===== config.mk =====
export PLATFORM = sky130hd
export DESIGN_NAME = vertex_buffer
export DESIGN_NICKNAME = d
export VERILOG_FILES = /design/src/common/transform_pkg.sv /design/src/design/vertex_buffer.sv
export SDC_FILE = /design/constraint.sdc
export NUM_CORES = 2
export LEC_CHECK = 0
export BUFFER_PORTS_ARGS = -buffer_cell sky130_fd_sc_hd__buf_4
export CAP_MARGIN = 0
export CORE_UTILIZATION = 48
export CTS_CLUSTER_SIZE = 24
export DETAILED_ROUTE_END_ITERATION = 8
export HOLD_SLACK_MARGIN = 0.02
export PLACE_DENSITY = 0.66
export RECOVER_POWER = 50
export SLEW_MARGIN = 20
export SYNTH_ARGS = -nofsm -noshare
export SYNTH_HDL_FRONTEND = slang
export SYNTH_SLANG_ARGS = --single-unit

===== constraint.sdc =====
create_clock -name clk -period 3.89 [get_ports clk]
set_input_delay 0.778 -clock clk [delete_from_list [all_inputs] [get_ports clk]]
set_output_delay 0.778 -clock clk [all_outputs]
set_load 0.01 [all_outputs]

===== src/common/transform_pkg.sv =====
`default_nettype none

package transform_pkg;

    localparam int VTX_W     = 16;
    localparam int VTX_FRAC  = 8;
    localparam int PIX_W     = 10;
    localparam int DEPTH_W   = 8;
    localparam int SCREEN_W  = 320;
    localparam int SCREEN_H  = 240;
    localparam int MAX_VERTS = 64;
    localparam int MAX_TRIS  = 64;
    localparam int VADDR_W   = $clog2(MAX_VERTS);
    localparam int TADDR_W   = $clog2(MAX_TRIS);

    // Perspective divide, quotient never exceeds 1.0
    localparam int DIV_W     = VTX_W + VTX_FRAC;
    localparam int QUO_W     = VTX_FRAC + 1;
    localparam int DEPTH_MAX = (1 << DEPTH_W) - 1;

    typedef logic signed [VTX_W-1:0] fix_t;
    typedef logic [PIX_W-1:0] pix_t;

    localparam fix_t FIX_ONE = fix_t'(1 << VTX_FRAC);

    // Row r, column c at m[r][c]
    typedef struct packed {
        fix_t [0:3][0:3] m;
    } mat4_t;

    typedef struct packed {
        fix_t x;
        fix_t y;
        fix_t z;
    } obj_vertex_t;

    typedef struct packed {
        fix_t x;
        fix_t y;
        fix_t z;
        fix_t w;
    } clip_vertex_t;

    typedef struct packed {
        pix_t               px;
        pix_t               py;
        logic [DEPTH_W-1:0] depth;
        logic               invalid;
    } screen_vertex_t;

    typedef struct packed {
        logic [0:2][VADDR_W-1:0] idx;
    } tri_idx_t;

    typedef struct packed {
        screen_vertex_t [0:2] v;
        pix_t                 min_x;
        pix_t                 min_y;
        pix_t                 max_x;
        pix_t                 max_y;
    } triangle_t;

    typedef enum logic [2:0] {
        VS_ROW0 = 3'd0,
        VS_ROW1 = 3'd1,
        VS_ROW2 = 3'd2,
        VS_ROW3 = 3'd3,
        VS_IDLE = 3'd4
    } vs_state_e;

    typedef enum logic [1:0] {VPP_IDLE, VPP_TEST, VPP_DIV} vpp_state_e;

    typedef enum logic {DIV_IDLE, DIV_RUN} div_state_e;

    typedef enum logic [2:0] {PA_IDLE, PA_WAIT, PA_INDEX, PA_VTX, PA_DONE} pa_state_e;

endpackage

`default_nettype wire

===== src/design/vertex_buffer.sv =====
`timescale 1ns/1ps
`default_nettype none

module vertex_buffer (
    input  wire logic                                 clk,
    input  wire logic                                 i_wr_en,
    input  wire logic [transform_pkg::VADDR_W-1:0]    i_wr_addr,
    input  wire transform_pkg::screen_vertex_t        i_wr_data,
    input  wire logic                                 i_rd_en,
    input  wire transform_pkg::tri_idx_t              i_rd_addr,
    output transform_pkg::screen_vertex_t [0:2]       o_rd_data,
    output logic                                      o_rd_dv
);
    import transform_pkg::*;

    screen_vertex_t mem [MAX_VERTS];

    always_ff @(posedge clk) begin
        if (i_wr_en) mem[i_wr_addr] <= i_wr_data;
        // One port per triangle corner
        if (i_rd_en) begin
            for (int p = 0; p < 3; p++) begin
                o_rd_data[p] <= mem[i_rd_addr.idx[p]];
            end
        end
        o_rd_dv <= i_rd_en;
    end

endmodule

`default_nettype wire


==> metrics.txt <==
sequential share of the synthesized area 0.5651; Die Y 465.9 um; final core utilization 0.5515; post-CTS resize count 0; launching point of the worst reg2reg path mem[26][0]$_DFFE_PP_; Min Hold Slack 0.2165 ns; worst-margin pin slew about 3.1 ns; CTS tree done; CTS buffer count 207; Worst Skew 0.04303 ns; Setup violations, final 0; die area 217,000 um2; initial antenna violation count a little under 50; hold-fix buffers at CTS 0; Worst R2R End o_rd_data[0]$_DFFE_PP_; hpwl dp 256,600 um; DR iter-0 viols 10,778; worst min path class in2reg; placed cells 8,264; Arr. time, crit path 3.45 ns; final hold violation count 0; Sinks on Clock Net 1,944; IO buf count 143; Slew HR -1.081; Max IR drop VDD between 0.0005 and 0.0006 V; die width approximately 470 um; ys flop type edfxtp_1; #FFs+latches synth 1,944; Final Net Count ~5,700; portion of netlist area occupied by mux cells 0.3516; Crit Path Max Fanout 22; worst endpoint required time between 4 and 5 ns; Initial Utilization 0.4850; Root Buffer Master clkbuf_16; number of setup buffers added after CTS 0; setup_tns 0 ns; DP Worst Slack 0.03862 ns; Power Total 49.14 mW; GRT Util Overall 0.3681; period utilisation layout 0.7179; RSZ-0062 raised after global routing no; Routed WL per cell 45.87 um; FFs w/ async S/R, synth 0; synth warn 0; crit path launch type input port; nature of the critical path endpoint flop; status finished, violations left; min Tclk post-route between 2 and 3 ns; WL final 398,400 um; mapped cell area 103,300 um2; Core Box Area around 210,000 um2; failing checks capacitance limit, slew limit; post-route setup slack approximately 1.1 ns; critical path type in2reg; routability cong. 0.9538; # DRC 0; IO Pins 144; clock-pin slew on the worst setup and hold paths 0.07 ns; grt ovf 0; Finished Layout Cells about 8,700; largest net degree at the start of global routing 79; Area Overhead vs Synth 13.70%; P_leak 37.69 nW; Cell Area, Placed 110,800 um2; number of global-route vias before repair between 60,000 and 70,000; clk buf depth 3; launch point of the worst path i_rd_addr[0]; Worst R2R Path Depth 5; Max Slew Vio Count 1,994; Post-Syn Nets 5,389; post-synthesis compound-gate area fraction 0.03702; mean post-synth cell area 19.37 um2; XOR/XNOR share of the synthesized area 0; drt via density 7.661; R2R setup slack 1.50 ns; Distinct cells, synth 44; Post-DRT Antenna Nets 0; H-tree depth 4; Adder-Cell Fraction of Synth Area 0; num rows 169; design area 117,400 um2; share of post-route cells with drive strength above 1 0.4097; Synth Instances 5,333; via count 66,538; largest family of logic cells by synthesized area multiplexers; PwrDens between 400 and 500 nW/um2; Synth Area in Simple Gates 0.01948; max cap viols 36; Critical Path End o_rd_data[0]$_DFFE_PP_; Worst-Skew Late Latency 0.91 ns; DRT Pass-1 Iters 6; number of flops mapped to enable cells by yosys 1,943; Max Fclk 358.1 MHz; first-pass GRT wire length 541,500 um
## where the power goes
group	switching (mW)	internal, mW	leakage (nW)
clock	8.68	11.2	3.28
combinational	3.23	2.35	16.9
sequential	0.266	23.4	17.5
total	12.2	37.0	37.7
## metal layers
metal / vias to the layer above / routed length, um / GRT usage
met4: 32 / 32980 / 0.2495
met2: 5833 / 175900 / 0.5402
met3: 1289 / 55760 / 0.1147
met1: 35025 / 133500 / 0.4716
li1: 24359 / - / -
met5: - / 224 / 0
## sequential cells by signal, summed over array words and instances (netlist names)
name	flops
mem	1856
o_rd_data	87
o_rd_dv	1
## how the worst min path moves through the flow
stage / slack [ns] / end / cells after the start / from
6_report: 0.22 / o_rd_dv$_DFF_P_ / 1 / i_rd_en
4_1_cts: 0.24 / o_rd_dv$_DFF_P_ / 1 / i_rd_en
3_3_place_gp: 0.93 / o_rd_data[2]$_DFFE_PP_ / 4 / mem[24][2]$_DFFE_PP_
3_5_place_dp: 0.97 / o_rd_data[18]$_DFFE_PP_ / 4 / mem[25][18]$_DFFE_PP_
2_1_floorplan: 0.81 / o_rd_dv$_DFF_P_ / 0 / i_rd_en
5_1_grt: 0.21 / o_rd_dv$_DFF_P_ / 1 / i_rd_en
## layout by cell type (no fill, tap or decap), types with 38 or more instances in the layout
master,n
buf_12,118
nand2_1,54
clkbuf_1,78
mux2i_1,504
clkinv_2,41
a21oi_1,79
clkinv_1,45
clkbuf_16,208
mux2_2,81
edfxtp_1,1943
mux4_2,1348
a22oi_1,205
buf_4,431
diode_2,38
nor3_1,45
o21ai_0,40
nor2_4,63
nor2_1,51
o22ai_1,145
## worst max-delay path, cell delays in order
cell and delay, ns:
buf_8 0.28, buf_12 0.20, buf_12 0.16, buf_12 0.20
mux4_2 0.52, mux2i_1 0.66, a22oi_1 0.21, o21ai_1 0.17
and3b_1 0.21
## final cells by class
type | count | area (um2)
clock buffers | 250 | 5363
inverters | 24 | 92.59
diodes | 38 | 95.09
flip-flops and latches | 1944 | 58370
clock inverters | 133 | 1371
repair buffers | 596 | 5884
fillers | 16026 | 95510
well taps | 2821 | 3530
multi-input cells | 2879 | 42720
## cells in the mapped netlist, types with 23 or more instances
library cell | number | area (um2)
edfxtp_1 | 1943 | 58350
mux4_2 | 1348 | 30360
mux2i_1 | 504 | 5045
a22oi_1 | 205 | 1539
buf_2 | 187 | 935.9
clkbuf_1 | 157 | 589.3
o22ai_1 | 145 | 907.1
nor2_1 | 116 | 435.4
mux2_2 | 81 | 912.1
a21oi_1 | 79 | 395.4
buf_4 | 70 | 525.5
nand2_1 | 56 | 210.2
nor3_1 | 55 | 275.3
nor2b_1 | 40 | 250.2
o21ai_0 | 40 | 200.2
buf_1 | 36 | 135.1
a211oi_1 | 29 | 217.7
and4_1 | 29 | 254.0
buf_6 | 24 | 270.3
inv_1 | 23 | 86.33
nor4_1 | 23 | 143.9
## cells by family (layout without fill, tap and decap cells)
group | after synthesis | in the layout
AND/OR/NAND/NOR | 382 | 382
other | 0 | 38
buffers and inverters | 510 | 1003
multiplexers | 1933 | 1933
AO/OA/AOI/OAI | 564 | 564
flip-flops | 1944 | 1944
No activity file was read; power rests on OpenSTA's default activity.
