===== config.mk =====
export PLATFORM = sky130hd
export DESIGN_NAME = vertex_shader
export DESIGN_NICKNAME = d
export VERILOG_FILES = /design/src/common/transform_pkg.sv /design/src/vertex_shader/vertex_shader.sv
export SDC_FILE = /design/constraint.sdc
export NUM_CORES = 2
export LEC_CHECK = 0
export ABC_AREA = 1
export CAP_MARGIN = 10
export CORE_MARGIN = 3
export CORE_UTILIZATION = 35
export DETAILED_ROUTE_END_ITERATION = 10
export DONT_BUFFER_PORTS = 1
export GPL_ROUTABILITY_DRIVEN = 0
export SLEW_MARGIN = 25
export SYNTH_ARGS = -nofsm -noshare
export SYNTH_HDL_FRONTEND = slang
export SYNTH_SLANG_ARGS = --single-unit

===== constraint.sdc =====
create_clock -name clk -period 9.45 [get_ports clk]
set_input_delay 1.89 -clock clk [delete_from_list [all_inputs] [get_ports clk]]
set_output_delay 1.89 -clock clk [all_outputs]
set_load 0.005 [all_outputs]

===== src/common/transform_pkg.sv =====
`default_nettype none

package transform_pkg;

    localparam int VTX_W     = 16;
    localparam int VTX_FRAC  = 8;
    localparam int PIX_W     = 10;
    localparam int DEPTH_W   = 8;
    localparam int SCREEN_W  = 320;
    localparam int SCREEN_H  = 240;
    localparam int MAX_VERTS = 64;
    localparam int MAX_TRIS  = 64;
    localparam int VADDR_W   = $clog2(MAX_VERTS);
    localparam int TADDR_W   = $clog2(MAX_TRIS);

    // Perspective divide, quotient never exceeds 1.0
    localparam int DIV_W     = VTX_W + VTX_FRAC;
    localparam int QUO_W     = VTX_FRAC + 1;
    localparam int DEPTH_MAX = (1 << DEPTH_W) - 1;

    typedef logic signed [VTX_W-1:0] fix_t;
    typedef logic [PIX_W-1:0] pix_t;

    localparam fix_t FIX_ONE = fix_t'(1 << VTX_FRAC);

    // Row r, column c at m[r][c]
    typedef struct packed {
        fix_t [0:3][0:3] m;
    } mat4_t;

    typedef struct packed {
        fix_t x;
        fix_t y;
        fix_t z;
    } obj_vertex_t;

    typedef struct packed {
        fix_t x;
        fix_t y;
        fix_t z;
        fix_t w;
    } clip_vertex_t;

    typedef struct packed {
        pix_t               px;
        pix_t               py;
        logic [DEPTH_W-1:0] depth;
        logic               invalid;
    } screen_vertex_t;

    typedef struct packed {
        logic [0:2][VADDR_W-1:0] idx;
    } tri_idx_t;

    typedef struct packed {
        screen_vertex_t [0:2] v;
        pix_t                 min_x;
        pix_t                 min_y;
        pix_t                 max_x;
        pix_t                 max_y;
    } triangle_t;

    typedef enum logic [2:0] {
        VS_ROW0 = 3'd0,
        VS_ROW1 = 3'd1,
        VS_ROW2 = 3'd2,
        VS_ROW3 = 3'd3,
        VS_IDLE = 3'd4
    } vs_state_e;

    typedef enum logic [1:0] {VPP_IDLE, VPP_TEST, VPP_DIV} vpp_state_e;

    typedef enum logic {DIV_IDLE, DIV_RUN} div_state_e;

    typedef enum logic [2:0] {PA_IDLE, PA_WAIT, PA_INDEX, PA_VTX, PA_DONE} pa_state_e;

endpackage

`default_nettype wire

===== src/vertex_shader/vertex_shader.sv =====
`timescale 1ns/1ps
`default_nettype none

module vertex_shader (
    input  wire logic                        clk,
    input  wire logic                        rstn,
    input  wire logic                        i_enable,
    input  wire transform_pkg::mat4_t        i_mvp,
    input  wire logic                        i_mvp_dv,
    input  wire transform_pkg::obj_vertex_t  i_vertex,
    input  wire logic                        i_vertex_dv,
    input  wire logic                        i_last,
    output logic                             o_ready,
    output transform_pkg::clip_vertex_t      o_clip,
    output logic                             o_clip_dv,
    output logic                             o_last
);
    import transform_pkg::*;

    vs_state_e                 state;
    mat4_t                     mvp;
    obj_vertex_t               vtx;
    fix_t                      vin [4];
    logic signed [2*VTX_W-1:0] prod [4];
    fix_t                      row_sum;
    logic [1:0]                row;

    // Busy while a row is in flight or a result is being handed over
    assign o_ready = (state == VS_IDLE) && !o_clip_dv && i_enable;

    always_comb begin
        row = state[1:0];
        vin[0] = vtx.x;
        vin[1] = vtx.y;
        vin[2] = vtx.z;
        vin[3] = FIX_ONE;
        row_sum = '0;
        for (int c = 0; c < 4; c++) begin
            prod[c] = mvp.m[row][c] * vin[c];
            row_sum = row_sum + fix_t'(prod[c] >>> VTX_FRAC);
        end
    end

    always_ff @(posedge clk) begin
        if (!rstn) begin
            state     <= VS_IDLE;
            o_clip_dv <= 1'b0;
        end else begin
            o_clip_dv <= 1'b0;
            case (state)
                VS_IDLE: if (i_vertex_dv && o_ready) state <= VS_ROW0;
                VS_ROW0: state <= VS_ROW1;
                VS_ROW1: state <= VS_ROW2;
                VS_ROW2: state <= VS_ROW3;
                VS_ROW3: begin
                    state     <= VS_IDLE;
                    o_clip_dv <= 1'b1;
                end
                default: state <= VS_IDLE;
            endcase
        end
    end

    always_ff @(posedge clk) begin
        if (i_mvp_dv) mvp <= i_mvp;
        if (state == VS_IDLE && i_vertex_dv && o_ready) begin
            vtx    <= i_vertex;
            o_last <= i_last;
        end
        case (state)
            VS_ROW0: o_clip.x <= row_sum;
            VS_ROW1: o_clip.y <= row_sum;
            VS_ROW2: o_clip.z <= row_sum;
            VS_ROW3: o_clip.w <= row_sum;
            default: ;
        endcase
    end

endmodule

`default_nettype wire


==> summary.txt <==
Run status
  – Outcome: finished clean

Placement
  – Dpl cells: 5,214
  – HPWL Detailed: 92.62 mm
  – Placed inst area: 39,200 µm²
  – Port bufs: 0

Final layout
  – Post-layout nets: 4,997
  – Fin cells: 5,304
  – Area grow syn2layout: 9.590%
  – Layout cell share with drive strength beyond 1: 6.428%
  – Layout Cell Area excl Fill: 40,810 µm²

Die
  – Core ar.: 105,400 µm²
  – Die W: 332.2 µm
  – Initial Util: 35.32%
  – Die Area: 110,300 µm²
  – Rows: 119
  – Die H: 332.2 µm
  – # IOs: 377

Logic synthesis
  – Synth unique cells: 56
  – Synth warn: 0
  – Seq/Total Area, Yosys: 29.97%
  – EDFF count, synth: 369
  – Synth cell count leaders: inv_1, nand2_1, fa_1
  – Ys flop type: edfxtp_1
  – Mapped Nets: 4,958
  – Cell with the most instances after synthesis: inv_1
  – Post-synthesis cell count: 3,835
  – Synth area leaders: fa_1, edfxtp_1, inv_1
  – Synth Register Bits: 373
  – Post-synth ARST share: 0%
  – Yosys top cell by area: fa_1
  – Mapped Avg Cell Area: 9.709 µm²
  – Yosys top cell area share: 31.61%
  – Post-Syn Area: 37,230 µm²

Setup path
  – Required time of the critical path: 9790 ps
  – CP max stage cell: fa_1
  – Setup crit end kind: flip-flop
  – Top cell by count, worst path: fa_1
  – Critical path fanouts, max: 13
  – Crit path DAT: 9380 ps
  – Setup Crit Path Kind: reg -> reg
  – Critical Path Source Type: flip-flop
  – Crit path largest cell delay: 580 ps

Global routing
  – Grt met1 use: 26.97%
  – Total congestion overflow: 0
  – GR peak layer: met2
  – Antenna violations before repair: 25
  – Largest net degree at the start of global routing: 257
  – Vias in the first global route: 27.20k
  – Tot GR Track Use: 20.12%
  – First-pass GRT wire length: 167.8 mm
  – Routing usage on met3: 5.870%
  – Met2 Track Usage GR: 31.75%

Clocking
  – H-tree Lvls: 2
  – Clock root cell: clkbuf_16
  – Worst-Skew Late Latency: 610 ps
  – Hold Buf Count CTS: 0
  – Sink Count: 373
  – TritonCTS clock tree: yes
  – CTS Buf Count: 40
  – Longest Clk Path Bufs: 3
  – Clk slew on worst S/H paths: 60 ps

Timing
  – Hold Vio Cnt, Final: 0
  – Min cycle time layout: 9036 ps
  – Final Slew Violations: 0
  – F_max: 110.7 MHz
  – Fin crit share: 95.62%
  – Relative max-transition margin: 26.86%
  – Post-route clock skew: 61.16 ps
  – Final setup viols: 0
  – Least-Margin Pin Slew: 1097 ps

Detailed routing
  – Routed vias/inst: 4.947
  – DRT iter0 DRCs: 2,101
  – DR pass1 iterations: 6
  – Final WL: 111.4 mm
  – Drt wl/cell: 21.00 µm
  – Antenna Nets Post-Route: 0
  – Residual DRC: 0
  – Total vias in the final route: 26.24k

Run
  – Max Cap Viol: 0

Hold path
  – Worst min path class: reg -> reg
## logic make-up after synthesis
family / Yosys count / share of synthesized area, %
simple gates: 1339 / 14.56
xor+xnor: 74 / 1.741
buf+inv: 1009 / 10.50
fa+ha+maj: 813 / 39.17
flops: 373 / 29.97
compound gates: 227 / 4.053
## final cells by class
cell class,instances,area (µm²)
Clock buffer,44,1037
Sequential cell,373,11170
Multi-Input combinational cell,2453,22310
Tap cell,1391,1740
Fill cell,10460,64610
Timing Repair Buffer,92,763.2
Clock inverter,29,294.0
Antenna cell,8,20.02
Inverter,914,3470
## critical path, delay by kind of cell (launching register included)
kind	cells	cell delay [ps]
xor+xnor	2	550
simple gates	9	1050
buf+inv	6	740
fa+ha+maj	10	4780
compound gates	7	1240
flops	1	390
## flip-flops by register name, indices dropped and copies added (netlist names)
register,count
mvp,256
o_clip,64
o_clip_dv,1
o_last,1
state,3
vin,48
## cells in the final DEF, fill, tap and decap left out, types with 9 or more instances in the layout
master	Yosys	final
and2_1	14	12
ha_1	225	223
edfxtp_1	369	369
fa_1	588	588
inv_1	893	889
xnor2_1	29	27
nand2_1	805	804
clkinv_1	14	19
nor2_1	362	357
nand3_1	81	81
nand2_2	17	17
nand4_1	14	14
o21ai_0	30	27
a22oi_1	53	53
nand3b_1	10	10
clkbuf_16	0	42
nor2_2	9	11
xor2_1	45	39
nor2_4	6	9
a21oi_1	82	82
buf_4	5	84
## worst paths after layout
kind | start | end | slack [ps] | cells past startpoint
setup / recovery | state[0] | o_clip[30] | 410 | 34
hold / removal | state[2] | state[0] | 840 | 1
setup reg to reg | state[0] | o_clip[30] | 410 | 34
hold reg to reg | state[2] | state[0] | 840 | 1
## metrics by stage
| stage | hold slack (ps) | setup WS [ps] | TNS, ps | util (%) |
|---|---|---|---|---|
| 6_report | 841.3 | 414.3 | 0 | 38.71 |
| 5_1_grt | 887.5 | -14.40 | -49.74 | 38.70 |
| 4_1_cts | 807.2 | 16.08 | 0 | 38.46 |
| 3_5_place_dp | 795.3 | 12.44 | 0 | 37.18 |
| 3_3_place_gp | 802.9 | 140.8 | 0 | 37.18 |
| 2_1_floorplan | 625.8 | 582.3 | 0 | - |
## layer usage
metal	vias to the layer above	routed length, µm	part of all wire (%)
met5	-	193	0.17
met4	28	3345	3.0
met3	190	11200	10
met2	1186	50150	45
met1	13090	46510	42
li1	11740	-	-
## repair_timing
item	in CTS	in global routing
endpoints found under the setup margin	7	30
gates resized for setup	2	34
pin swaps	0	5
buffers inserted	0	8
cloned	0	1
Power is left out: the tool's default activity adds up to more than one toggle a clock period on the data nets, which glitch-free logic cannot reach.
