==> src/common/transform_pkg.sv <==
`default_nettype none

package transform_pkg;

    localparam int VTX_W     = 16;
    localparam int VTX_FRAC  = 8;
    localparam int PIX_W     = 10;
    localparam int DEPTH_W   = 8;
    localparam int SCREEN_W  = 320;
    localparam int SCREEN_H  = 240;
    localparam int MAX_VERTS = 64;
    localparam int MAX_TRIS  = 64;
    localparam int VADDR_W   = $clog2(MAX_VERTS);
    localparam int TADDR_W   = $clog2(MAX_TRIS);

    // Perspective divide, quotient never exceeds 1.0
    localparam int DIV_W     = VTX_W + VTX_FRAC;
    localparam int QUO_W     = VTX_FRAC + 1;
    localparam int DEPTH_MAX = (1 << DEPTH_W) - 1;

    typedef logic signed [VTX_W-1:0] fix_t;
    typedef logic [PIX_W-1:0] pix_t;

    localparam fix_t FIX_ONE = fix_t'(1 << VTX_FRAC);

    // Row r, column c at m[r][c]
    typedef struct packed {
        fix_t [0:3][0:3] m;
    } mat4_t;

    typedef struct packed {
        fix_t x;
        fix_t y;
        fix_t z;
    } obj_vertex_t;

    typedef struct packed {
        fix_t x;
        fix_t y;
        fix_t z;
        fix_t w;
    } clip_vertex_t;

    typedef struct packed {
        pix_t               px;
        pix_t               py;
        logic [DEPTH_W-1:0] depth;
        logic               invalid;
    } screen_vertex_t;

    typedef struct packed {
        logic [0:2][VADDR_W-1:0] idx;
    } tri_idx_t;

    typedef struct packed {
        screen_vertex_t [0:2] v;
        pix_t                 min_x;
        pix_t                 min_y;
        pix_t                 max_x;
        pix_t                 max_y;
    } triangle_t;

    typedef enum logic [2:0] {
        VS_ROW0 = 3'd0,
        VS_ROW1 = 3'd1,
        VS_ROW2 = 3'd2,
        VS_ROW3 = 3'd3,
        VS_IDLE = 3'd4
    } vs_state_e;

    typedef enum logic [1:0] {VPP_IDLE, VPP_TEST, VPP_DIV} vpp_state_e;

    typedef enum logic {DIV_IDLE, DIV_RUN} div_state_e;

    typedef enum logic [2:0] {PA_IDLE, PA_WAIT, PA_INDEX, PA_VTX, PA_DONE} pa_state_e;

endpackage

`default_nettype wire
==> src/vertex_post_processor/vertex_post_processor.sv <==
`timescale 1ns/1ps
`default_nettype none

module vertex_post_processor (
    input  wire logic                          clk,
    input  wire logic                          rstn,
    input  wire transform_pkg::clip_vertex_t   i_clip,
    input  wire logic                          i_clip_dv,
    input  wire logic                          i_last,
    output logic                               o_ready,
    output transform_pkg::screen_vertex_t      o_vertex,
    output logic                               o_done,
    output logic                               o_last
);
    import transform_pkg::*;

    vpp_state_e       state;
    clip_vertex_t     clip;
    logic [1:0]       comp;
    logic [1:0]       next_comp;
    fix_t             dsel;
    logic             neg;
    fix_t             nd;
    fix_t             nd_x;
    fix_t             nd_y;
    logic             invalid;
    logic             div_start;
    logic             div_done;
    logic [DIV_W-1:0] dividend;
    logic [QUO_W-1:0] quotient;

    function automatic logic [VTX_W-1:0] mag(input fix_t v);
        return v[VTX_W-1] ? VTX_W'(-v) : VTX_W'(v);
    endfunction

    // Biased NDC in [0, 2.0] times range, then halved
    function automatic pix_t scale(input logic [VTX_W-1:0] biased, input pix_t range);
        logic [VTX_W+PIX_W-1:0] prod;
        prod = biased * range;
        return pix_t'(prod >> (VTX_FRAC + 1));
    endfunction

    assign o_ready = (state == VPP_IDLE);

    always_comb begin
        invalid = (clip.w <= 0) || (mag(clip.x) > $unsigned(clip.w))
               || (mag(clip.y) > $unsigned(clip.w)) || (mag(clip.z) > $unsigned(clip.w));
        next_comp = (state == VPP_TEST) ? 2'd0 : comp + 2'd1;
        div_start = ((state == VPP_TEST) && !invalid)
                 || ((state == VPP_DIV) && div_done && (comp != 2'd2));
        case (next_comp)
            2'd0:    dsel = clip.x;
            2'd1:    dsel = clip.y;
            default: dsel = clip.z;
        endcase
        case (comp)
            2'd0:    neg = clip.x[VTX_W-1];
            2'd1:    neg = clip.y[VTX_W-1];
            default: neg = clip.z[VTX_W-1];
        endcase
        dividend = {mag(dsel), VTX_FRAC'(0)};
        nd = neg ? -fix_t'(quotient) : fix_t'(quotient);
    end

    serial_divider u_div (
        .clk        (clk),
        .rstn       (rstn),
        .i_start    (div_start),
        .i_dividend (dividend),
        .i_divisor  ($unsigned(clip.w)),
        .o_quotient (quotient),
        .o_done     (div_done)
    );

    always_ff @(posedge clk) begin
        if (!rstn) begin
            state  <= VPP_IDLE;
            comp   <= '0;
            o_done <= 1'b0;
        end else begin
            o_done <= 1'b0;
            if (div_start) comp <= next_comp;
            case (state)
                VPP_IDLE: if (i_clip_dv) state <= VPP_TEST;
                VPP_TEST: begin
                    state  <= invalid ? VPP_IDLE : VPP_DIV;
                    o_done <= invalid;
                end
                VPP_DIV: if (div_done && comp == 2'd2) begin
                    state  <= VPP_IDLE;
                    o_done <= 1'b1;
                end
                default: state <= VPP_IDLE;
            endcase
        end
    end

    always_ff @(posedge clk) begin
        if (state == VPP_IDLE && i_clip_dv) begin
            clip   <= i_clip;
            o_last <= i_last;
        end
        if (state == VPP_TEST && invalid) begin
            o_vertex <= '{px: '0, py: '0, depth: '0, invalid: 1'b1};
        end
        if (state == VPP_DIV && div_done) begin
            if (comp == 2'd0) nd_x <= nd;
            if (comp == 2'd1) nd_y <= nd;
            // Last quotient is z, mapped straight from the divider
            if (comp == 2'd2) begin
                o_vertex.px      <= scale(nd_x + FIX_ONE, pix_t'(SCREEN_W - 1));
                o_vertex.py      <= scale(FIX_ONE - nd_y, pix_t'(SCREEN_H - 1));
                o_vertex.depth   <= DEPTH_W'(scale(nd + FIX_ONE, pix_t'(DEPTH_MAX)));
                o_vertex.invalid <= 1'b0;
            end
        end
    end

endmodule

`default_nettype wire

==> src/vertex_post_processor/serial_divider.sv <==
`timescale 1ns/1ps
`default_nettype none

module serial_divider (
    input  wire logic                              clk,
    input  wire logic                              rstn,
    input  wire logic                              i_start,
    input  wire logic [transform_pkg::DIV_W-1:0]   i_dividend,
    input  wire logic [transform_pkg::VTX_W-1:0]   i_divisor,
    output logic [transform_pkg::QUO_W-1:0]        o_quotient,
    output logic                                   o_done
);
    import transform_pkg::*;

    div_state_e               state;
    logic [$clog2(QUO_W)-1:0] cnt;
    logic [VTX_W-1:0]         divisor;
    logic [VTX_W-1:0]         rem;
    logic [QUO_W-1:0]         low_bits;
    logic [VTX_W:0]           trial;
    logic                     take;

    always_comb begin
        trial = {rem, low_bits[QUO_W-1]};
        take  = trial >= {1'b0, divisor};
    end

    always_ff @(posedge clk) begin
        if (!rstn) begin
            state  <= DIV_IDLE;
            cnt    <= '0;
            o_done <= 1'b0;
        end else begin
            o_done <= 1'b0;
            if (state == DIV_IDLE && i_start) begin
                state <= DIV_RUN;
                cnt   <= '0;
            end else if (state == DIV_RUN) begin
                cnt <= cnt + 1'b1;
                if (cnt == QUO_W - 1) begin
                    state  <= DIV_IDLE;
                    o_done <= 1'b1;
                end
            end
        end
    end

    // Upper dividend bits start out below the divisor
    always_ff @(posedge clk) begin
        if (state == DIV_IDLE && i_start) begin
            rem      <= VTX_W'(i_dividend[DIV_W-1:QUO_W]);
            low_bits <= i_dividend[QUO_W-1:0];
            divisor  <= i_divisor;
        end else if (state == DIV_RUN) begin
            rem        <= take ? VTX_W'(trial - divisor) : trial[VTX_W-1:0];
            low_bits   <= low_bits << 1;
            o_quotient <= {o_quotient[QUO_W-2:0], take};
        end
    end

endmodule

`default_nettype wire

==> config.mk <==
export PLATFORM = sky130hd
export DESIGN_NAME = vertex_post_processor
export DESIGN_NICKNAME = d
export VERILOG_FILES = /design/src/common/transform_pkg.sv /design/src/vertex_post_processor/vertex_post_processor.sv /design/src/vertex_post_processor/serial_divider.sv
export SDC_FILE = /design/constraint.sdc
export NUM_CORES = 1
export LEC_CHECK = 0
export ABC_AREA = 1
export BUFFER_PORTS_ARGS = -buffer_cell sky130_fd_sc_hd__buf_2
export CORE_ASPECT_RATIO = 0.75
export CORE_MARGIN = 3
export CORE_UTILIZATION = 60
export CTS_CLUSTER_SIZE = 16
export DETAILED_ROUTE_END_ITERATION = 16
export PLACE_DENSITY = 0.84
export RECOVER_POWER = 25
export SETUP_SLACK_MARGIN = 0.2
export SLEW_MARGIN = 30
export SYNTH_ARGS = -nofsm -noshare
export SYNTH_HDL_FRONTEND = slang
export SYNTH_HIERARCHICAL = 1
export SYNTH_SLANG_ARGS = --single-unit
==> constraint.sdc <==
create_clock -name clk -period 14.42 [get_ports clk]
set_clock_uncertainty 0.15 [all_clocks]
set_input_delay 2.884 -clock clk [delete_from_list [all_inputs] [get_ports clk]]
set_output_delay 2.884 -clock clk [all_outputs]
set_load 0.05 [all_outputs]
==> impl_metrics.ini <==
[setup_path]
crit_path_max_fanout = 9
reg2reg_slack_ns = 7.33
critPathLaunchType = flop
cpPeakStageDelay_ns = 0.58
crit_type = reg -> reg
cp_common_cell = inv_1
arrival_ns = 7.30
end_kind = flop
critPathRequiredTime_ns = 14.62
cpMaxStageDelayCell = fa_1

[synthesis]
synth_top_area_share_pct = 23.91
synth_seq_area_share_pct = 28.39
synth.most_common_cell = inv_1
synthDistinctLibCells = 62
synth-edff-count = 146
synth.area.top_cells = edfxtp_1 (24%), fa_1 (17%), ha_1 (12%)
yosys-top-cells-count = inv_1 (507), nand2_1 (472), ha_1 (171), fa_1 (158), edfxtp_1 (146)
synth_top_area_cell = edfxtp_1
synthCells = 2156
syn_area_per_cell_sq_um = 8.503
synthFlopType = edfxtp_1
ys_ff_latch = 187
synth_area_sq_um = 18330
yosysWarnings = 6
async_reset_ff_share_pct = 0

[global_routing]
grt-ovfl-total = 0
grt_pass1_wl_mm = 71.39
antenna_found_initial = 1
grt_pass1_vias = 14540
grt_max_degree = 40
track_usage_pct = 27.18

[drt]
num_vias = 14340
drt-wirelength-per-cell_um = 16.19
via_per_inst = 5.368
drt-pass1-iter-count = 6
drt_iter0_markers = 1340
drc = 0
routed_wl_mm = 43.25
antenna_left = 0

[run]
cap_violations = 0

[pwr]
powerDensity_nw_per_um2 = 135.9
power_uw = 2678
leakage_uw = 0.01012
ir_worst_vdd_uv = 253.1

[sta]
setup_viol = 0
fin_crit_sh_pct = 49.20
setup_tns_ns = 0
max_freq_mhz = 141.0
hold_viol_final = 0
slew_viol_final = 0
period_needed_ns = 7.094
worstMarginPinSlew_ns = 1.083
rsz0062_at_grt = no
relSlewSlack_pct = 27.00

[die]
initial_core_util_pct = 61.95
die_w_um = 207.8
core_area_sq_um = 29590
die_area_sq_um = 32710
boundaryPins = 100
num_rows = 54
die_h_um = 157.4

[clocking]
clock_latency_ns = 0.45
clk_path_buf_depth = 2
numCtsBuffers = 17
postCtsSetupBuffers = 0
cts.sinks = 187
path_clk_slew_ns = 0.07
postCtsHoldBufs = 0
cts_tree = built
cts_root_buffer = clkbuf_16
htree_levels = 4
cts_resized = 0

[hold_path]
min_path_type = reg -> reg

[cells_and_area]
fill_cells = 2294
syn2layout_area_growth_pct = 7.515
num-nets-final = 2663
drive_gt1_share_pct = 9.219
final_area_sq_um = 19710

[placement]
place_area_sq_um = 19250
hpwl_mm = 35.25
gp_congestion = 0.9303
port_buffers = 99

[outcome]
status = finished, final reports clean
power breakdown:
group | internal [uW] | switching, uW
Combinational | 573 | 979
Clock | 237 | 216
Sequential | 637 | 36.2
logic make-up after synthesis:
logic type                 count (synthesis)  share of synthesized area, %
and+or+nand+nor                          788                         18.80
buffers and inverters                    548                         11.66
adders and majority gates                329                         28.92
AOI/OAI and AO/OA                        200                         6.880
DFF                                      187                         28.39
xor gates and xnor gates                 103                         5.330
other                                      1                       0.02046
sequential cells by signal, summed over array words and instances (netlist names), 2 cells and up:
register and count:
u_div/cnt 4, nd_y 16, comp 2, o_vertex 29, nd_x 16, u_div/rem 16, state 2, u_div/low_bits 9
u_div/divisor 16, clip 64, u_div/o_quotient 9
metal layers:
| metal | up-vias | share of wire [%] | track usage [%] |
|---|---|---|---|
| li1 | 6941 | - | - |
| met1 | 6780 | 46 | 39.02 |
| met2 | 547 | 43 | 42.26 |
| met3 | 70 | 8.7 | 6.296 |
| met4 | 0 | 1.9 | 6.833 |
| met5 | - | 0 | 0 |
through the flow:
| stage | hold slack (ns) | util, % | setup slack, ns | instances |
|---|---|---|---|---|
| floorplan | 0.2764 | - | 8.789 | 2163 |
| global placement | 0.2740 | 65.04 | 8.401 | 2639 |
| detailed placement | 0.2809 | 65.04 | 8.182 | 2639 |
| CTS | 0.2973 | 66.86 | 8.145 | 2670 |
| global route | 0.3111 | 66.60 | 6.703 | 2671 |
| finish | 0.2954 | 66.60 | 7.326 | 2671 |
critical path, delay by kind of cell, from the launching register on:
family / cells / cell delay [ns]
DFF: 1 / 0.38
adders and majority gates: 7 / 3.03
AOI/OAI and AO/OA: 3 / 0.82
and+or+nand+nor: 7 / 0.79
xor gates and xnor gates: 1 / 0.38
buffers and inverters: 11 / 1.43
final cells by class:
cell class / instances / area [sq um] / share of cell area (%)
Antenna cell: 1 / 2.502 / 0.01270
Clock buffer: 21 / 440.4 / 2.234
Clock inverter: 10 / 96.34 / 0.4888
Inverter: 527 / 1987 / 10.08
Multi-Input combinational cell: 1428 / 10960 / 55.58
Sequential cell: 187 / 5205 / 26.41
Tap cell: 392 / 490.5 / 2.488
Timing Repair Buffer: 105 / 533.0 / 2.704
path summary, 6_finish.rpt:
path	from	endpoint	cells past startpoint
hold / removal	o_vertex[9]$_DFF_P_	o_vertex[9]$_DFF_P_	2
hold reg to reg	o_vertex[9]$_DFF_P_	o_vertex[9]$_DFF_P_	2
setup reg to reg	comp[0]$_SDFFE_PN0P_	o_vertex[8]$_DFF_P_	29
setup / recovery	comp[0]$_SDFFE_PN0P_	o_vertex[8]$_DFF_P_	29
cell usage in the layout, fill, tap and decap left out, types with 70 or more instances in the layout:
| master | instances |
|---|---|
| a21oi_1 | 94 |
| buf_2 | 99 |
| edfxtp_1 | 146 |
| fa_1 | 158 |
| ha_1 | 171 |
| inv_1 | 507 |
| nand2_1 | 473 |
| nand3_1 | 100 |
| nor2_1 | 109 |
| xor2_1 | 70 |
No activity file was read; power rests on OpenSTA's default activity.
