--- config.mk ---
export PLATFORM = sky130hd
export DESIGN_NAME = primitive_assembler
export DESIGN_NICKNAME = d
export VERILOG_FILES = /design/src/common/transform_pkg.sv /design/src/primitive_assembler/primitive_assembler.sv
export SDC_FILE = /design/constraint.sdc
export NUM_CORES = 1
export LEC_CHECK = 0
export BUFFER_PORTS_ARGS = -buffer_cell sky130_fd_sc_hd__buf_4
export CAP_MARGIN = 20
export CORE_ASPECT_RATIO = 1.4
export CORE_MARGIN = 2
export CORE_UTILIZATION = 50
export DETAILED_ROUTE_END_ITERATION = 7
export GPL_ROUTABILITY_DRIVEN = 0
export PLACE_DENSITY_LB_ADDON = 0.1
export SYNTH_ARGS = -nofsm -noshare
export SYNTH_HDL_FRONTEND = slang
export SYNTH_SLANG_ARGS = --single-unit
--- constraint.sdc ---
create_clock -name clk -period 6.15 [get_ports clk]
set_input_delay 1.845 -clock clk [delete_from_list [all_inputs] [get_ports clk]]
set_output_delay 1.845 -clock clk [all_outputs]
set_load 0.1 [all_outputs]
--- src/common/transform_pkg.sv ---
`default_nettype none

package transform_pkg;

    localparam int VTX_W     = 16;
    localparam int VTX_FRAC  = 8;
    localparam int PIX_W     = 10;
    localparam int DEPTH_W   = 8;
    localparam int SCREEN_W  = 320;
    localparam int SCREEN_H  = 240;
    localparam int MAX_VERTS = 64;
    localparam int MAX_TRIS  = 64;
    localparam int VADDR_W   = $clog2(MAX_VERTS);
    localparam int TADDR_W   = $clog2(MAX_TRIS);

    // Perspective divide, quotient never exceeds 1.0
    localparam int DIV_W     = VTX_W + VTX_FRAC;
    localparam int QUO_W     = VTX_FRAC + 1;
    localparam int DEPTH_MAX = (1 << DEPTH_W) - 1;

    typedef logic signed [VTX_W-1:0] fix_t;
    typedef logic [PIX_W-1:0] pix_t;

    localparam fix_t FIX_ONE = fix_t'(1 << VTX_FRAC);

    // Row r, column c at m[r][c]
    typedef struct packed {
        fix_t [0:3][0:3] m;
    } mat4_t;

    typedef struct packed {
        fix_t x;
        fix_t y;
        fix_t z;
    } obj_vertex_t;

    typedef struct packed {
        fix_t x;
        fix_t y;
        fix_t z;
        fix_t w;
    } clip_vertex_t;

    typedef struct packed {
        pix_t               px;
        pix_t               py;
        logic [DEPTH_W-1:0] depth;
        logic               invalid;
    } screen_vertex_t;

    typedef struct packed {
        logic [0:2][VADDR_W-1:0] idx;
    } tri_idx_t;

    typedef struct packed {
        screen_vertex_t [0:2] v;
        pix_t                 min_x;
        pix_t                 min_y;
        pix_t                 max_x;
        pix_t                 max_y;
    } triangle_t;

    typedef enum logic [2:0] {
        VS_ROW0 = 3'd0,
        VS_ROW1 = 3'd1,
        VS_ROW2 = 3'd2,
        VS_ROW3 = 3'd3,
        VS_IDLE = 3'd4
    } vs_state_e;

    typedef enum logic [1:0] {VPP_IDLE, VPP_TEST, VPP_DIV} vpp_state_e;

    typedef enum logic {DIV_IDLE, DIV_RUN} div_state_e;

    typedef enum logic [2:0] {PA_IDLE, PA_WAIT, PA_INDEX, PA_VTX, PA_DONE} pa_state_e;

endpackage

`default_nettype wire
--- src/primitive_assembler/primitive_assembler.sv ---
`timescale 1ns/1ps
`default_nettype none

module primitive_assembler (
    input  wire logic                                 clk,
    input  wire logic                                 rstn,
    input  wire logic                                 i_start,
    input  wire logic [transform_pkg::TADDR_W:0]      i_num_tris,
    input  wire logic                                 i_triangle_ready,
    input  wire transform_pkg::tri_idx_t              i_index,
    input  wire transform_pkg::screen_vertex_t [0:2]  i_vtx_data,
    input  wire logic                                 i_vtx_dv,
    output logic [transform_pkg::TADDR_W-1:0]         o_index_addr,
    output logic                                      o_index_rd,
    output logic                                      o_vtx_rd,
    output transform_pkg::tri_idx_t                   o_vtx_addr,
    output transform_pkg::triangle_t                  o_triangle,
    output logic                                      o_triangle_dv,
    output logic                                      o_finished
);
    import transform_pkg::*;

    pa_state_e        state;
    logic [TADDR_W:0] tri_cnt;
    logic [TADDR_W:0] num_tris;
    logic             culled;

    function automatic pix_t min3(input pix_t a, input pix_t b, input pix_t c);
        pix_t m;
        m = (a < b) ? a : b;
        return (c < m) ? c : m;
    endfunction

    function automatic pix_t max3(input pix_t a, input pix_t b, input pix_t c);
        pix_t m;
        m = (a > b) ? a : b;
        return (c > m) ? c : m;
    endfunction

    // Index read only in a cycle where the consumer is ready
    assign o_index_rd   = (state == PA_WAIT) && i_triangle_ready;
    assign o_index_addr = tri_cnt[TADDR_W-1:0];
    assign culled = i_vtx_data[0].invalid || i_vtx_data[1].invalid || i_vtx_data[2].invalid;

    always_ff @(posedge clk) begin
        if (!rstn) begin
            state         <= PA_IDLE;
            tri_cnt       <= '0;
            o_vtx_rd      <= 1'b0;
            o_triangle_dv <= 1'b0;
            o_finished    <= 1'b0;
        end else begin
            o_vtx_rd      <= 1'b0;
            o_triangle_dv <= 1'b0;
            case (state)
                PA_IDLE: if (i_start) begin
                    tri_cnt <= '0;
                    state   <= (i_num_tris == '0) ? PA_DONE : PA_WAIT;
                end
                PA_WAIT: if (i_triangle_ready) state <= PA_INDEX;
                PA_INDEX: begin
                    o_vtx_rd <= 1'b1;
                    state    <= PA_VTX;
                end
                PA_VTX: if (i_vtx_dv) begin
                    o_triangle_dv <= !culled;
                    tri_cnt       <= tri_cnt + 1'b1;
                    state <= (tri_cnt + 1'b1 == num_tris) ? PA_DONE : PA_WAIT;
                end
                PA_DONE: o_finished <= 1'b1;
                default: state <= PA_IDLE;
            endcase
        end
    end

    always_ff @(posedge clk) begin
        if (state == PA_IDLE && i_start) num_tris <= i_num_tris;
        if (state == PA_INDEX) o_vtx_addr <= i_index;
        if (state == PA_VTX && i_vtx_dv) begin
            o_triangle.v     <= i_vtx_data;
            o_triangle.min_x <= min3(i_vtx_data[0].px, i_vtx_data[1].px, i_vtx_data[2].px);
            o_triangle.min_y <= min3(i_vtx_data[0].py, i_vtx_data[1].py, i_vtx_data[2].py);
            o_triangle.max_x <= max3(i_vtx_data[0].px, i_vtx_data[1].px, i_vtx_data[2].px);
            o_triangle.max_y <= max3(i_vtx_data[0].py, i_vtx_data[1].py, i_vtx_data[2].py);
        end
    end

endmodule

`default_nettype wire

==> results.sh, run 1 <==
export IMPL_ys_async_sr_fraction_pct=0
export IMPL_cts_path_max_buffers=2
export IMPL_critPathMaxFanout=9
export IMPL_wl_met3_um=1350
export IMPL_cp_arrival_ns=5.45
export IMPL_final_layout_size_suffix_gt1_share_pct=37.8
export IMPL_port_buffers=271
export IMPL_start_util_pct=51.4
export IMPL_drt_met1_wl_um=7120
export IMPL_path_cells="buf_4 > inv_1 > ha_1 > nand4_1 > a211oi_1 > a2111oi_4 > buf_4 > nor2_1 > a21oi_1 > ha_1 > a21o_1 > a21o_1 > a221oi_1 > nand4_1 > buf_4 > mux2i_1"
export IMPL_grt_overflow=0
export IMPL_rr_worst_depth=7
export IMPL_firstDrtPassIters=4
export IMPL_slowest_stage="a2111oi_4"
export IMPL_cellPowerDensity_nw_per_um2=271
export IMPL_finalCriticalPeriod_ns=5.29
export IMPL_cts_tree="done"
export IMPL_setup_worst_path_start_class="primary input"
export IMPL_die_area_um2=16500
export IMPL_fin_util_pct=70.4
export IMPL_wl_per_cell_um=19.0
export IMPL_first_iter_violations=248
export IMPL_critical_path_depth=16
export IMPL_antenna_found_initial=0
export IMPL_vias=5682
export IMPL_p_leak_nw=4.66
export IMPL_dr_wl_met2_um=11000
export IMPL_worst_pin_slew_ns=0.622
export IMPL_cts_resized=0
export IMPL_cts_max_level=4
export IMPL_grt_pass1_vias=5841
export IMPL_finalMaxSlewViolations=0
export IMPL_core_area_um2=15100
export IMPL_dominantRegCellSynth="edfxtp_1"
export IMPL_finalSetupViolCount=0
export IMPL_hold_violations=0
export IMPL_die_w_um=109
export IMPL_startpoint="i_vtx_data[46]"
export IMPL_cp_end_kind="flop"
export IMPL_seq_area_frac_synth_pct=62.4
export IMPL_r2r_start="state[1]"
export IMPL_ant_nets=0
export IMPL_cts_buffers=17
export IMPL_yosysTopAreaCell="edfxtp_1"
export IMPL_cts_setup_buffers=0
export IMPL_crit_type="in -> reg"
export IMPL_rr_endpoint="tri_cnt[2]"
export IMPL_synth_fp_nets=739
export IMPL_period_share_pct=86.1
export IMPL_synth_distinct_cells=45
export IMPL_drt_total_wl_um=20000
export IMPL_grt_pass1_wl_um=29900
export IMPL_hp_class="reg -> reg"
export IMPL_ys_top_cells_by_count="edfxtp_1 (152), ha_1 (59), mux2i_1 (54)"
export IMPL_setup_tns_ns=0
export IMPL_cp_common_cell="buf_4"
export IMPL_avgSynthCellArea_um2=13.7
export IMPL_post_route_drc_count=0
export IMPL_synth_edff_count=152
export IMPL_yosysWarnings=0
export IMPL_final_nets=1025
export IMPL_rsz0062_at_grt="no"
export IMPL_worstHoldStart="o_finished"
export IMPL_clock_skew_final_ns=0.0140
export IMPL_cts_root_buf="clkbuf_16"
export IMPL_ios=272
export IMPL_max_slew_margin_pct=58.5
export IMPL_clkTransAtPathRegs_ns=0.07
export IMPL_num_rows=53
export IMPL_slowest_delay_ns=0.56
export IMPL_hpwl_um=15300
export IMPL_required_ns=6.30
export IMPL_grt_max_degree=50
export IMPL_critPathBufInv=4
export IMPL_yosysMostFrequentCell="edfxtp_1"
export IMPL_max_freq_mhz=189
export IMPL_synth_seq_cells=165
export IMPL_synthTopCellsByArea="edfxtp_1 (59%), ha_1 (9.5%), mux2i_1 (7.0%)"
export IMPL_die_h_um=151
export IMPL_grt_usage_pct=24.3
export IMPL_reg2reg_setup_slack_ns=3.42
export IMPL_cap_violations=0
export IMPL_top_layer="met4"
export IMPL_syn_area_um2=7730
export IMPL_synth_top_area_share_pct=59.0
export IMPL_crit_end="o_triangle[22]"
export IMPL_clkSinkCount=165
export IMPL_syn_to_final_growth_pct=37.1
export IMPL_critPathTopFamily="compound AO/OA/AOI/OAI gates"
export IMPL_status="finished clean"
export IMPL_peakVddDrop_mv=0.178
export IMPL_synthCells=563
export IMPL_cts_hold_buf=0
export IMPL_worstSkewPairLatency_ns=0.43
export IMPL_diodes=0
export IMPL_vias_per_cell=5.39
[kinds of logic after synthesis]
logic type | after synthesis | synth area share, %
adder cells (fa/ha/maj) | 59 | 9.55
AO/OA/AOI/OAI | 93 | 7.88
XOR/XNOR | 12 | 1.72
AND/OR/NAND/NOR | 109 | 6.94
buffers and inverters | 67 | 3.84
flip-flops | 165 | 62.4
multiplexers | 58 | 7.67
[flip-flops by register name, summed over array words and instances, names as in the netlist]
register       count
o_triangle       127
o_vtx_addr        18
num_tris           7
tri_cnt            7
state              3
o_finished         1
o_triangle_dv      1
o_vtx_rd           1
[metal layers]
layer | vias to the layer above | global-route usage [%]
li1 | 2673 | -
met1 | 2707 | 26.5
met2 | 255 | 44.1
met3 | 47 | 5.98
met4 | 0 | 10.8
met5 | - | 0
[area by class of cell]
cell class	count	area, µm²
tap	192	240
clock inverter	15	176
timing repair buffer	285	2140
fill	1089	4450
clock buffer	17	425
sequential	165	4820
multi-input combinational	331	2610
inverter	49	186
[worst min-delay path by stage]
| stage | to | slack (ns) | depth (start not counted) |
|---|---|---|---|
| floorplan | tri_cnt[1] | 0.48 | 2 |
| global route | o_finished | 0.56 | 2 |
| global placement | o_finished | 0.49 | 2 |
| CTS | o_finished | 0.51 | 2 |
| detailed placement | o_finished | 0.49 | 2 |
| finish | o_finished | 0.51 | 2 |
[where the power goes]
part	total, mW	leakage [nW]	switching [mW]	internal (mW)
Combinational	0.545	2.88	0.335	0.210
Sequential	1.27	1.48	0.00918	1.26
Clock	1.06	0.294	0.505	0.552
[worst reg2reg max path: stages, from the launching register on]
cell and delay (ns):
dfxtp_1 0.49, and3b_1 0.32, nand2_1 0.31, inv_4 0.56, buf_4 0.61, nand2_1 0.11, o21ai_0 0.14, and2_1 0.14
[metrics by stage]
stage                     setup slack (ns)  power [mW]  instances  area, µm²  hold slack (ns)
final                                0.857        2.87       1054      10600            0.506
after global routing                 0.677        2.98       1054      10600            0.557
after CTS                            0.900        2.89       1054      10600            0.510
after detailed placement             0.475        1.83       1022      10000            0.490
after global placement               0.542        1.82       1022      10000            0.489
after floorplan                      0.345        1.65        563       7730            0.485
[cells in the final DEF (no fill, tap or decap), types with 13 or more instances in the layout]
cell       netlist  layout
a21oi_1         40      40
o21ai_0         17      17
ha_1            59      59
inv_1           49      48
nand2_1         20      20
clkbuf_16        0      17
dfxtp_1         13      13
edfxtp_1       152     152
buf_4            7     285
mux2i_1         54      54
nor2_1          36      36
No activity file was read; power rests on OpenSTA's default activity.
==> inputs of run 2 (changes only) <==
==> constraint.sdc (replaced) <==
create_clock -name clk -period 5.3 [get_ports clk]
set_input_delay 0.265 -clock clk [delete_from_list [all_inputs] [get_ports clk]]
set_output_delay 0.265 -clock clk [all_outputs]
set_load 0.1 [all_outputs]
==> results.sh, run 2 (synthesis results as in run 1) <==
export IMPL_reg_top3="o_triangle (127), o_vtx_addr (18)"
export IMPL_final_layout_size_suffix_gt1_share_pct=35.5
export IMPL_finalSetupViolCount=0
export IMPL_max_slew_margin_pct=41.4
export IMPL_wl_met3_um=1500
export IMPL_cts_resized=0
export IMPL_worst_pin_slew_ns=0.875
export IMPL_grt_overflow=0
export IMPL_worstSkewPairLatency_ns=0.43
export IMPL_grt_pass1_wl_um=31000
export IMPL_crit_type="in -> reg"
export IMPL_cts_path_max_buffers=2
export IMPL_firstDrtPassIters=5
export IMPL_layout_common_cells="buf_4 (280), edfxtp_1 (152), ha_1 (59)"
export IMPL_grt_max_degree=61
export IMPL_cts_max_level=4
export IMPL_antenna_found_initial=0
export IMPL_drt_total_wl_um=20600
export IMPL_die_h_um=151
export IMPL_vias=5865
export IMPL_critPathTopFamily="compound AO/OA/AOI/OAI gates"
export IMPL_rsz0062_at_grt="no"
export IMPL_hp_class="in -> reg"
export IMPL_switching_share_pct=29.3
export IMPL_nFillCells=995
export IMPL_path_cells="buf_4 > inv_1 > ha_1 > a21oi_1 > o21ai_1 > a2111oi_4 > buf_4 > nor2_1 > a21oi_1 > ha_1 > a21o_1 > a21o_1 > a221oi_1 > nand4_1 > mux2i_1"
export IMPL_cp_end_kind="flop"
export IMPL_required_ns=5.54
export IMPL_die_w_um=109
export IMPL_cellPowerDensity_nw_per_um2=302
export IMPL_cts_tree="done"
export IMPL_cts_buffers=17
export IMPL_clkPwrFrac_pct=36.3
export IMPL_period_share_pct=76.1
export IMPL_vias_per_cell=5.35
export IMPL_cts_root_buf="clkbuf_16"
export IMPL_dr_wl_met2_um=11100
export IMPL_seqPwrFrac_pct=44.3
export IMPL_clkTransAtPathRegs_ns=0.06
export IMPL_syn_to_final_growth_pct=42.5
export IMPL_core_area_um2=15100
export IMPL_slowest_delay_ns=0.74
export IMPL_p_leak_nw=4.82
export IMPL_die_area_um2=16500
export IMPL_hold_violations=0
export IMPL_diodes=0
export IMPL_mostFrequentLayoutCell="buf_4"
export IMPL_cap_violations=0
export IMPL_placed_cell_area_um2=9960
export IMPL_peakVddDrop_mv=0.219
export IMPL_ant_nets=0
export IMPL_setup_tns_ns=0
export IMPL_start_util_pct=51.4
export IMPL_num_rows=53
export IMPL_critPathMaxFanout=22
export IMPL_drt_met1_wl_um=7350
export IMPL_first_iter_violations=240
export IMPL_slowest_stage="nand4_1"
export IMPL_wl_per_cell_um=18.8
export IMPL_final_nets=1067
export IMPL_clkSinkCount=165
export IMPL_port_buffers=271
export IMPL_finalCriticalPeriod_ns=4.03
export IMPL_largest_reg_flops=127
export IMPL_cts_setup_buffers=0
export IMPL_top_layer="met4"
export IMPL_max_freq_mhz=248
export IMPL_grt_pass1_vias=6053
export IMPL_grt_usage_pct=25.2
export IMPL_p_comb_share_pct=19.4
export IMPL_fin_util_pct=73.2
export IMPL_ios=272
export IMPL_power_mw=3.33
export IMPL_status="finished clean"
export IMPL_clock_skew_final_ns=0.0102
export IMPL_cp_arrival_ns=4.27
export IMPL_largest_register="o_triangle"
export IMPL_p_int_mw=2.35
export IMPL_p_sw_mw=0.975
export IMPL_post_route_drc_count=0
export IMPL_fin_area_um2=11000
export IMPL_cts_hold_buf=47
export IMPL_setup_worst_path_start_class="primary input"
export IMPL_critPathBufInv=3
export IMPL_hpwl_um=15100
export IMPL_finalMaxSlewViolations=0
[run 2: changes by cell type in the layout (fill, tap and decap cells not counted)]
cell | previous run | this run
clkinv_8 | 4 | 3
dlygate4sd3_1 | 0 | 47
clkinvlp_4 | 0 | 3
inv_8 | 3 | 6
clkinv_2 | 0 | 1
inv_12 | 1 | 0
buf_4 | 285 | 280
inv_6 | 6 | 1
[run 2: metal layers]
metal,GRT usage [%],vias up
li1,-,2761
met1,28.0,2821
met2,44.8,233
met3,6.58,50
met4,11.0,0
met5,0,-
[run 2: power by group through the flow]
stage	Sequential (mW)	Combinational, mW	Clock [mW]
final	1.47	0.646	1.21
after CTS	1.47	0.645	1.22
after floorplan	1.62	0.298	0
after global routing	1.48	0.697	1.26
after global placement	1.50	0.601	0
after detailed placement	1.50	0.613	0
[run 2: worst paths after layout]
path	from	end	slack [ns]	cells past startpoint
setup / recovery	i_vtx_data[43]	o_triangle[23]	1.27	15
hold / removal	i_vtx_data[0]	o_triangle[40]	0.02	1
setup reg to reg	state[1]	o_triangle[3]	2.53	4
hold reg to reg	o_finished	o_finished	0.50	2
[run 2: final cells by class]
cell class                      count  area, µm²  area share, %
Clock buffer                       17        425           3.86
Clock inverter                     15        161           1.46
Inverter                           49        186           1.69
Multi-Input combinational cell    331       2610           23.7
Sequential cell                   165       4820           43.8
Tap cell                          192        240           2.18
Timing Repair Buffer              327       2570           23.3
[run 2: through the flow]
step	worst slack, ns	hold slack (ns)	cells
final	1.27	0.0214	1096
after global routing	1.07	0.00469	1096
after CTS	1.32	0.000336	1096
after detailed placement	0.895	0.440	1017
after global placement	0.959	0.437	1017
after floorplan	1.11	0.341	563
[run 2: worst register-to-register path: stages, from the launching register on]
cell	delay [ns]
dfxtp_1	0.50
and3b_1	0.32
nand2_1	0.31
inv_4	0.65
buf_4	0.61
